`config.mk`:
```
export PLATFORM = sky130hd
export DESIGN_NAME = ni
export DESIGN_NICKNAME = d
export VERILOG_FILES = /design/src/design/ni_pkg.sv /design/src/design/ni.sv /design/src/design/ni_collect.sv /design/src/design/ni_calc.sv /design/src/design/ni_wb_regs.sv
export VERILOG_INCLUDE_DIRS = /design/src /design/src/design
export SDC_FILE = /design/constraint.sdc
export NUM_CORES = 1
export LEC_CHECK = 0
export ABC_AREA = 1
export BUFFER_PORTS_ARGS = -buffer_cell sky130_fd_sc_hd__clkbuf_2
export CORE_MARGIN = 4
export CORE_UTILIZATION = 45
export DETAILED_ROUTE_END_ITERATION = 12
export PLACE_DENSITY = 0.72
export SKIP_LAST_GASP = 1
export SYNTH_ARGS = -nofsm -noshare
export SYNTH_HDL_FRONTEND = slang
export SYNTH_SLANG_ARGS = --single-unit
```
`constraint.sdc`:
```
create_clock -name clk -period 5.25 [get_ports clk]
set_clock_uncertainty 0.05 [all_clocks]
set_input_delay 0.7875 -clock clk [delete_from_list [all_inputs] [get_ports clk]]
set_output_delay 0.7875 -clock clk [all_outputs]
set_load 0.01 [all_outputs]
```
`src/design/ni_params.svh`:
```
`ifndef NI_PARAMS_SVH
`define NI_PARAMS_SVH

//////////////////////////////
// Datapath sizes

// Number of threshold cells, one per channel
`define NI_CHANNELS 8

// Width of one channel sample
`define NI_SAMPLE_W 24

// Width of the reference sum
`define NI_WIDTH 10

// Default multiplier applied to the sum before the compare
`define NI_GAIN 25

// Product register width. Holds sum times gain without overflow
`define NI_PROD_W 32

//////////////////////////////
// Wishbone sizes

`define NI_WB_AW 8  // Byte address
`define NI_WB_DW 32

`endif
```
`src/design/ni_pkg.sv`:
```
`include "ni_params.svh"

package ni_pkg;

  //////////////////////////////
  // Wishbone classic

  typedef struct packed {
    logic                 cyc;
    logic                 stb;
    logic                 we;
    logic [`NI_WB_AW-1:0] adr;
    logic [`NI_WB_DW-1:0] dat;
  } wb_req_t;

  typedef struct packed {
    logic                 ack;
    logic [`NI_WB_DW-1:0] dat;
  } wb_rsp_t;

  //////////////////////////////
  // Cell traffic

  typedef struct packed {
    logic                    start;  // One cycle pulse shared by all cells
    logic [`NI_SAMPLE_W-1:0] sample;
    logic [`NI_WIDTH-1:0]    sum;
  } ni_job_t;

  typedef struct packed {
    logic valid;
    logic value;  // Sample above threshold
  } ni_bit_t;

  typedef struct packed {
    logic                                valid;
    logic [`NI_CHANNELS-1:0]             mask;
    logic [$clog2(`NI_CHANNELS + 1)-1:0] count;
  } ni_result_t;

  typedef enum logic [1:0] {
    IDLE,
    BUSY,
    DONE
  } ni_state_e;

  typedef enum logic [`NI_WB_AW-1:0] {
    CH0    = 8'h00,
    CH1    = 8'h04,
    CH2    = 8'h08,
    CH3    = 8'h0C,
    CH4    = 8'h10,
    CH5    = 8'h14,
    CH6    = 8'h18,
    CH7    = 8'h1C,
    SUM    = 8'h20,
    CTRL   = 8'h24,
    STATUS = 8'h28,
    RESULT = 8'h2C
  } ni_reg_e;

endpackage

```
`src/design/ni.sv`:
```
`timescale 1ns/10ps
`include "ni_params.svh"

module ni (
  input  logic            clk,
  input  logic            rst_n,
  input  ni_pkg::wb_req_t wb_req_i,
  output ni_pkg::wb_rsp_t wb_rsp_o
);

  ni_pkg::ni_job_t [`NI_CHANNELS-1:0] job;
  ni_pkg::ni_bit_t [`NI_CHANNELS-1:0] bits;
  ni_pkg::ni_result_t                 result;

  //////////////////////////////
  // Host side

  ni_wb_regs u_regs (
    .clk      (clk),
    .rst_n    (rst_n),
    .wb_req_i (wb_req_i),
    .wb_rsp_o (wb_rsp_o),
    .result_i (result),
    .job_o    (job)
  );

  //////////////////////////////
  // Threshold cells

  // One cell per channel, all fed the same sum and start
  for (genvar g = 0; g < `NI_CHANNELS; g++) begin : g_cell
    ni_calc #(
      .WIDTH (`NI_WIDTH),
      .GAIN  (`NI_GAIN)
    ) u_calc (
      .clk   (clk),
      .rst_n (rst_n),
      .job_i (job[g]),
      .bit_o (bits[g])
    );
  end

  //////////////////////////////
  // Drain

  ni_collect u_collect (
    .clk      (clk),
    .rst_n    (rst_n),
    .bits_i   (bits),
    .result_o (result)
  );

endmodule

```
`src/design/ni_collect.sv`:
```
`timescale 1ns/10ps
`include "ni_params.svh"

module ni_collect (
  input  logic                               clk,
  input  logic                               rst_n,
  input  ni_pkg::ni_bit_t [`NI_CHANNELS-1:0] bits_i,
  output ni_pkg::ni_result_t                 result_o
);

  localparam int CNT_W = $clog2(`NI_CHANNELS + 1);

  logic [`NI_CHANNELS-1:0] valid_vec;
  logic [`NI_CHANNELS-1:0] bit_vec;
  logic                    all_valid;
  logic [CNT_W-1:0]        ones;
  logic                    valid_q;
  logic [`NI_CHANNELS-1:0] mask_q;
  logic [CNT_W-1:0]        count_q;

  // Cell k lands in mask bit k
  always_comb begin
    ones = '0;
    for (int k = 0; k < `NI_CHANNELS; k++) begin
      valid_vec[k] = bits_i[k].valid;
      bit_vec[k]   = bits_i[k].value;
      ones         = ones + CNT_W'(bits_i[k].value);
    end
  end

  assign all_valid = &valid_vec;

  //////////////////////////////
  // Result hold

  always_ff @(posedge clk) begin
    if (!rst_n) begin
      valid_q <= 1'b0;
    end else begin
      valid_q <= all_valid;  // Single cycle pulse since cell valids last one cycle
    end
  end

  always_ff @(posedge clk) begin
    if (all_valid) begin
      mask_q  <= bit_vec;
      count_q <= ones;
    end
  end

  assign result_o.valid = valid_q;
  assign result_o.mask  = mask_q;
  assign result_o.count = count_q;

endmodule

```
`src/design/ni_calc.sv`:
```
`timescale 1ns/10ps
`include "ni_params.svh"

module ni_calc #(
  parameter int WIDTH = `NI_WIDTH,
  parameter int GAIN  = `NI_GAIN
) (
  input  logic               clk,
  input  logic               rst_n,
  input  ni_pkg::ni_job_t    job_i,
  output ni_pkg::ni_bit_t    bit_o
);

  logic [WIDTH-1:0]        sum_w;
  logic [`NI_SAMPLE_W-1:0] sample_q;
  logic [`NI_PROD_W-1:0]   prod_q;
  logic                    stage_q;
  logic                    valid_q;
  logic                    hit_q;

  assign sum_w = WIDTH'(job_i.sum);  // Cell may run narrower or wider than the bus sum

  //////////////////////////////
  // Two stage pipeline

  always_ff @(posedge clk) begin
    if (!rst_n) begin
      stage_q <= 1'b0;
      valid_q <= 1'b0;
    end else begin
      stage_q <= job_i.start;
      valid_q <= stage_q;
    end
  end

  always_ff @(posedge clk) begin
    if (job_i.start) begin
      sample_q <= job_i.sample;
      prod_q   <= `NI_PROD_W'(sum_w) * `NI_PROD_W'(GAIN);
    end
    // Strict compare so a sample equal to the threshold gives 0
    if (stage_q) begin
      hit_q <= `NI_PROD_W'(sample_q) > prod_q;
    end
  end

  assign bit_o.valid = valid_q;
  assign bit_o.value = hit_q;

endmodule

```
`src/design/ni_wb_regs.sv`:
```
`timescale 1ns/10ps
`include "ni_params.svh"

module ni_wb_regs (
  input  logic                               clk,
  input  logic                               rst_n,
  input  ni_pkg::wb_req_t                    wb_req_i,
  output ni_pkg::wb_rsp_t                    wb_rsp_o,
  input  ni_pkg::ni_result_t                 result_i,
  output ni_pkg::ni_job_t [`NI_CHANNELS-1:0] job_o
);

  localparam int CH_IW = $clog2(`NI_CHANNELS);
  localparam int CNT_W = $clog2(`NI_CHANNELS + 1);

  logic                    ack_q;
  logic [`NI_WB_DW-1:0]    rdata_q;
  logic [`NI_WB_DW-1:0]    rdata;
  logic [`NI_SAMPLE_W-1:0] ch_q [`NI_CHANNELS];
  logic [`NI_WIDTH-1:0]    sum_q;
  logic                    start_q;
  ni_pkg::ni_state_e       state_q;
  logic [`NI_CHANNELS-1:0] mask_q;
  logic [CNT_W-1:0]        count_q;
  logic                    access;
  logic                    wr_ack;
  logic                    ch_hit;
  logic [CH_IW-1:0]        ch_idx;
  logic                    start_req;

  //////////////////////////////
  // Bus decode

  // New cycle seen; ack follows on the next edge
  assign access = wb_req_i.cyc && wb_req_i.stb && !ack_q;

  // Writes land during the ack cycle while the master still holds the request
  assign wr_ack = ack_q && wb_req_i.cyc && wb_req_i.stb && wb_req_i.we;

  assign ch_hit = (wb_req_i.adr[1:0] == 2'b00) && (wb_req_i.adr <= ni_pkg::CH7);
  assign ch_idx = wb_req_i.adr[2 +: CH_IW];

  // A start while busy is dropped
  assign start_req = wr_ack && (wb_req_i.adr == ni_pkg::CTRL) && wb_req_i.dat[0] &&
                     (state_q != ni_pkg::BUSY);

  always_comb begin
    rdata = '0;
    if (ch_hit) begin
      rdata = `NI_WB_DW'(ch_q[ch_idx]);
    end else begin
      case (wb_req_i.adr)
        ni_pkg::SUM:    rdata = `NI_WB_DW'(sum_q);
        ni_pkg::STATUS: rdata = `NI_WB_DW'({state_q == ni_pkg::DONE, state_q == ni_pkg::BUSY});
        ni_pkg::RESULT: rdata = `NI_WB_DW'({count_q, mask_q});
        default:        rdata = '0;  // CTRL is write only
      endcase
    end
  end

  always_ff @(posedge clk) begin
    if (!rst_n) begin
      ack_q <= 1'b0;
    end else begin
      ack_q <= access;
    end
  end

  always_ff @(posedge clk) begin
    if (access) begin
      rdata_q <= rdata;
    end
  end

  assign wb_rsp_o.ack = ack_q;
  assign wb_rsp_o.dat = rdata_q;

  //////////////////////////////
  // Register file

  always_ff @(posedge clk) begin
    if (wr_ack && ch_hit) begin
      ch_q[ch_idx] <= wb_req_i.dat[`NI_SAMPLE_W-1:0];
    end
    if (wr_ack && (wb_req_i.adr == ni_pkg::SUM)) begin
      sum_q <= wb_req_i.dat[`NI_WIDTH-1:0];
    end
  end

  //////////////////////////////
  // Job control

  always_ff @(posedge clk) begin
    if (!rst_n) begin
      state_q <= ni_pkg::IDLE;
      start_q <= 1'b0;
    end else begin
      start_q <= start_req;
      case (state_q)
        ni_pkg::IDLE,
        ni_pkg::DONE: begin
          if (start_req) begin
            state_q <= ni_pkg::BUSY;
          end
        end
        ni_pkg::BUSY: begin
          if (result_i.valid) begin
            state_q <= ni_pkg::DONE;
          end
        end
        default: state_q <= ni_pkg::IDLE;
      endcase
    end
  end

  // Result stays readable until the next job finishes
  always_ff @(posedge clk) begin
    if (!rst_n) begin
      mask_q  <= '0;
      count_q <= '0;
    end else if ((state_q == ni_pkg::BUSY) && result_i.valid) begin
      mask_q  <= result_i.mask;
      count_q <= result_i.count;
    end
  end

  // Cells latch sample and sum on the start pulse, so later writes leave the job alone
  always_comb begin
    for (int k = 0; k < `NI_CHANNELS; k++) begin
      job_o[k].start  = start_q;
      job_o[k].sample = ch_q[k];
      job_o[k].sum    = sum_q;
    end
  end

endmodule

```
**Word-level counts from Yosys, hierarchy flattened**

Memories as Yosys holds them, arrays and structs flattened. A register that Yosys moved wholly into a read port is not among the register bits.
Index checks and enable logic that the tools add are counted.

- Bits of input ports: 45
- Logic and storage cells: 73
- Bits in writable memories: 192
- Memories: 1
- Flip-flop bits (word level): 96
- Output and inout bits: 33

- Reductions and logical operators: 17
- Eq/ne operators: 9
- Add/subtract/negate cells: 7
- Magnitude comparators: 9
- Mux-type cells: 7
- Multiply operators: 1

Memory list:

| memory | depth | bits a word | read ports | clocked after memory_dff | write ports | line | source |
|---|---|---|---|---|---|---|---|
| u_regs.ch_q | 8 | 24 | 9 | 8 | 1 | ni_wb_regs.sv:19 | `` logic [`NI_SAMPLE_W-1:0] ch_q [`NI_CHANNELS]; `` |

Operators with widths:

| kind | number |
|---|---|
| 24-bit by 15-bit > comparator with 1-bit output | 8 |
| 12-bit case mux with 3 select lines | 1 |
| 8-bit by 6-bit == test with 1-bit output (second input constant) | 4 |
| 4-bit by 1-bit adder with 4-bit output | 6 |
| 24-bit two-way mux | 1 |
| 10-bit by 5-bit multiplier with 15-bit output (second input constant) | 1 |
| 1-bit logical AND | 12 |
| 8-bit by 5-bit less-or-equal comparator with 1-bit output (second input constant) | 1 |
| 2-bit by 1-bit inequality test with 1-bit output (second input constant) | 3 |
| 2-bit logical NOT | 2 |
| 2-bit two-way mux | 2 |
| 2-bit case mux with 2 select lines | 1 |
| 1-bit by 1-bit adder with 2-bit output | 1 |
| 2-bit by 1-bit == test with 1-bit output (second input constant) | 1 |
| 2-bit == test (second input constant) | 1 |
| 1-bit two-way mux | 2 |
| 2-bit AND reduction | 1 |
| 2-bit OR reduction | 1 |
| 1-bit logical NOT | 1 |

**Longest topological paths before layout**

- Depth after elaboration: 8
- Mapped depth: 12
- Depth with buffers taken out: 12

**Hierarchy**

A second synthesis with hierarchy kept.

- Cells, all modules: 3,035
- Area, all modules: 32,457.4 µm²

Modules (own cells, without submodules):

| module | area each (µm²) | times used | sequential area each (µm²) | cells each |
|---|---|---|---|---|
| ni_calc at g_cell[0].u_calc ... | 2,688.8 | 5 | 1,241.2 | 258 |
| ni_wb_regs | 10,279.9 | 1 | 7,106.8 | 923 |
| ni_calc at g_cell[3].u_calc ... | 2,712.6 | 2 | 1,241.2 | 257 |
| ni_calc at g_cell[6].u_calc | 2,688.8 | 1 | 1,241.2 | 259 |
| ni_collect | 619.3 | 1 | 380.4 | 49 |

**Worst setup path after synthesis**

Ideal clock, no wire load.

- Kind: register to register
- From: reg u_regs.start_q
- To: reg g_cell[0].u_calc.sample_q[0], read port of u_regs.ch_q, enable pin
- Stages on the path, launching flop included: 1
- Clock period less this slack: 5.463 ns
- Path buffers: 0
- Data required time: 4.612 ns
- Arrival time: 4.825 ns
- Library setup time: 0.588 ns
- Slack: -0.213 ns
- Cell sequence: dfxtp_1

RTL lines:

| item | line | source |
|---|---|---|
| start, declared | ni_wb_regs.sv:21 | `logic start_q;` |
| start signal, assigned | ni_wb_regs.sv:98 | `start_q <= start_req;` |
| end, declared | ni_calc.sv:15 | `` logic [`NI_SAMPLE_W-1:0] sample_q; `` |

No word-level cell between the ends.

**Worst setup path in the final report**

- From: reg u_regs.sum_q[3]
- To: reg g_cell[2].u_calc.prod_q[14] (data pin)

- Cells in the longest elaborated chain, start to end: 1

RTL lines:

| item | line | source |
|---|---|---|
| start, declared | ni_wb_regs.sv:20 | `` logic [`NI_WIDTH-1:0] sum_q; `` |
| start signal, assigned | ni_wb_regs.sv:86 | `` sum_q <= wb_req_i.dat[`NI_WIDTH-1:0]; `` |
| 10-bit by 5-bit multiplier with 15-bit output (no line) | -- |  |
| end signal, assigned | ni_calc.sv:39 | `` prod_q <= `NI_PROD_W'(sum_w) * `NI_PROD_W'(GAIN); `` |
| end, declared | ni_calc.sv:16 | `` logic [`NI_PROD_W-1:0] prod_q; `` |

No other way between the ends.
A chain may end at the register's enable or synchronous reset.

==> impl_results.md <==
* Startpoint types: register
* Final-report max-slew violation count at 0
* Worst path top cell family by delay: adder cells
* DPL Wire Length at ~32000 um
* Final setup TNS at 0 ns
* Layout cell share with drive strength beyond 1 at 0.09955
* Met2 Track Usage GR at 0.3114
* Initial Utilization at 0.4540
* Fmax at 0.3172 GHz
* Vias in the first global route at 12.69k
* RSZ-0062 raised after global routing: false
* Cts bufs inserted at between 40 and 50
* Top post-synthesis cells by area: edfxtp_1, ha_1, nand2_1
* Via density at 5.296
* Combinational share of power at 0.023
* Crit-path max FO at 5
* CP Capture Type: register
* Most used routing layer: met2
* Cts hold-fix bufs at 0
* Psw at between 0.0015 and 0.002 W
* Placed Instances at ~2.3k
* Most used cell, CP: ha_1
* Pint at between 0.005 and 0.006 W
* Grt total ovfl at 0
* Area Overhead vs Synth at 12.66%
* Min Tclk post-route at roughly 3.2 ns
* Vias at around 13k
* Hold Vio Cnt, Final at 0
* GPL Wtd Cong at 0.8962
* Clock power share at 0.432
* Wire per inst at around 20 um
* Critical path arrival at between 3 and 4 ns
* Root Buffer: clkbuf_16
* Die height at 221.7 um
* CORE AREA at 0.04528 mm^2
* First-pass detailed-route iteration total at 5
* WHS at 0.3964 ns
* Global-route wire length before repair at between 70000 and 80000 um
* Final Non-Filler Cells at 2368
* Sequential share of the synthesized area at 0.6802
* Yosys top cell by area: edfxtp_1
* Post_cts resized at 0
* Total power at around 0.0075 W
* Run status: complete, no violations
* DRC at 0
* Pin slew with the least headroom to its limit at approximately 1.2 ns
* Kind of critical path: reg -> reg
* Pleak at a little under 9 nW
* WL final at ~46000 um
* Clock Path Buffers at 3
* H-tree depth at 2
* Die area at 0.04917 mm^2
* Sink Count at roughly 470
* Synth Instances at 1640
* # rows at a little under 80
* Max incr delay on CP at between 0.5 and 0.6 ns
* # diodes at 0
* Netlist cell types at 30
* Final core occ at 0.5114
* Post-CTS Setup Bufs at 0
* Clock Latency Late Sink at roughly 0.57 ns
* Iter 0 DRT Violations at roughly 1.2k
* Mapped Area at 0.02056 mm^2
* Chip width at roughly 220 um
* IO Port Bufs at between 60 and 70
* Syn. warnings at 0
* Yosys reg bits at 472
* Slowest CP cell: edfxtp_1
* Reg power frac at 0.546
* Max-slew headroom at 0.2161
* Pin count of the biggest net entering global routing at ~150
* Io pins at between 70 and 80
* Final Cycle Share at 0.6004
* M3 GR Usage at 0.02727
* Final net count at between 1.5k and 2k
* Yosys top cell area share at 0.6617
* Routed Antenna Nets at 0
* CTS tree: built
* Initial antenna violation count at 0
* Final setup fails at 0
* Met1 Track Usage GR at 0.2546
* Power Dens Cells at around 320 mW/mm^2
* Worst VDD drop at around 290 uV
* Fill cell count at between 3k and 4k
* CTS clk-pin slew, worst paths at 0.06 ns
* Syn_area_per_cell at approximately 13 um^2
* MaxCap Viol Count at 0
* Crit path buf inv count at 2
* Worst-path cell chain: ha_1 > ha_1 > inv_1 > fa_1 > inv_1 > ha_1 > a21oi_1 > nor2_1 > o21ai_0 > nand3_1 > nand2_1 > nand2_1
* Hold Crit Class: reg -> reg
* Sw frac at 0.2024
* GR Util All Layers at 0.1865
* WP data required at between 5 and 6 ns
-- synth_stat cells, drive strengths merged --
| library cell | instances |
|---|---|
| edfxtp | 453 |
| nand2 | 340 |
| inv | 175 |
| ha | 158 |
| nor2 | 148 |
| a21oi | 86 |
| nand3 | 57 |
| nand4 | 36 |
| buf | 31 |
| a22oi | 29 |
| nor3 | 26 |
| o21ai | 26 |
| dfxtp | 19 |
| clkbuf | 10 |
| fa | 9 |
| a211oi | 8 |
| a21o | 8 |
| or2 | 8 |
| xor2 | 7 |
| o21bai | 2 |
| xnor2 | 2 |
| conb | 1 |
| nor4 | 1 |
-- flip-flops by register name, indices dropped and copies added, names as in the netlist --
| name | flops |
|---|---|
| u_regs.ack_q | 1 |
| g_cell.u_calc.stage_q | 1 |
| u_regs.mask_q | 8 |
| u_regs.count_q | 4 |
| g_cell.u_calc.valid_q | 1 |
| u_regs.rdata_q | 24 |
| u_regs.state_q | 2 |
| g_cell.u_calc.prod_q | 15 |
| u_collect.mask_q | 8 |
| u_regs.ch_q | 192 |
| u_regs.start_q | 1 |
| u_regs.sum_q | 10 |
| g_cell.u_calc.sample_q | 192 |
| u_collect.count_q | 4 |
| u_collect.valid_q | 1 |
| g_cell.u_calc.hit_q | 8 |
-- final cells by class --
class | instances | area, um^2 | area share
Tap cell | 600 | 750.7 | 0.03241
Clock buffer | 62 | 1262 | 0.05451
Timing Repair Buffer | 78 | 470.5 | 0.02031
Sequential cell | 472 | 13990 | 0.6039
Multi-Input combinational cell | 959 | 5792 | 0.2501
Inverter | 175 | 656.9 | 0.02836
Clock inverter | 22 | 240.2 | 0.01037
-- cell families (layout without fill, tap and decap cells) --
kind of cell | count (synthesis) | in the layout | share of synthesized area
XOR/XNOR | 9 | 9 | 0.003835
AND/OR/NAND/NOR | 616 | 616 | 0.1236
flip-flops | 472 | 472 | 0.6802
other | 1 | 8 | 0.0001824
AO/OA/AOI/OAI | 159 | 159 | 0.04443
buffers and inverters | 216 | 337 | 0.04279
adder cells (fa/ha/maj) | 167 | 167 | 0.1049
-- per-layer routing --
metal / routed length [um] / part of all wire
met5: 0 / 0
met4: 1434 / 0.031
met1: 19600 / 0.42
met3: 3190 / 0.069
met2: 22140 / 0.48
-- through the flow --
step	setup slack (ns)	cell area, um^2
floorplan	1.833	20580
global placement	1.867	21660
detailed placement	1.789	21660
CTS	2.105	23160
global route	1.904	23160
finish	2.098	23160
-- power by group through the flow --
stage / Sequential [W] / Combinational [W] / Clock [W]
global placement: 0.00418 / 0.000165 / 0
global route: 0.00410 / 0.000185 / 0.00346
floorplan: 0.00419 / 0.0000822 / 0
finish: 0.00410 / 0.000170 / 0.00324
detailed placement: 0.00418 / 0.000168 / 0
CTS: 0.00410 / 0.000169 / 0.00330
-- layout by cell type (no fill, tap or decap), drive strengths merged --
master	netlist	layout
a211oi	8	8
a21o	8	8
a21oi	86	86
a22oi	29	29
buf	31	17
bufinv	0	3
clkbuf	10	123
clkinv	0	16
clkinvlp	0	2
conb	1	8
dfxtp	19	19
edfxtp	453	453
fa	9	9
ha	158	158
inv	175	176
nand2	340	340
nand3	57	57
nand4	36	36
nor2	148	148
nor3	26	26
nor4	1	1
o21ai	26	26
o21bai	2	2
or2	8	8
xnor2	2	2
xor2	7	7
-- path summary, 6_finish.rpt --
kind	cells past startpoint	slack, ns	to	from
worst max-delay path	12	2.10	g_cell[2].u_calc.prod_q[14]	u_regs.sum_q[3]
worst min register to register	0	0.40	g_cell[7].u_calc.sample_q[13]	u_regs.ch_q[7][13]
worst max register to register	12	2.10	g_cell[2].u_calc.prod_q[14]	u_regs.sum_q[3]
worst min-delay path	0	0.40	g_cell[7].u_calc.sample_q[13]	u_regs.ch_q[7][13]
Power figures use the tool's default switching activity.
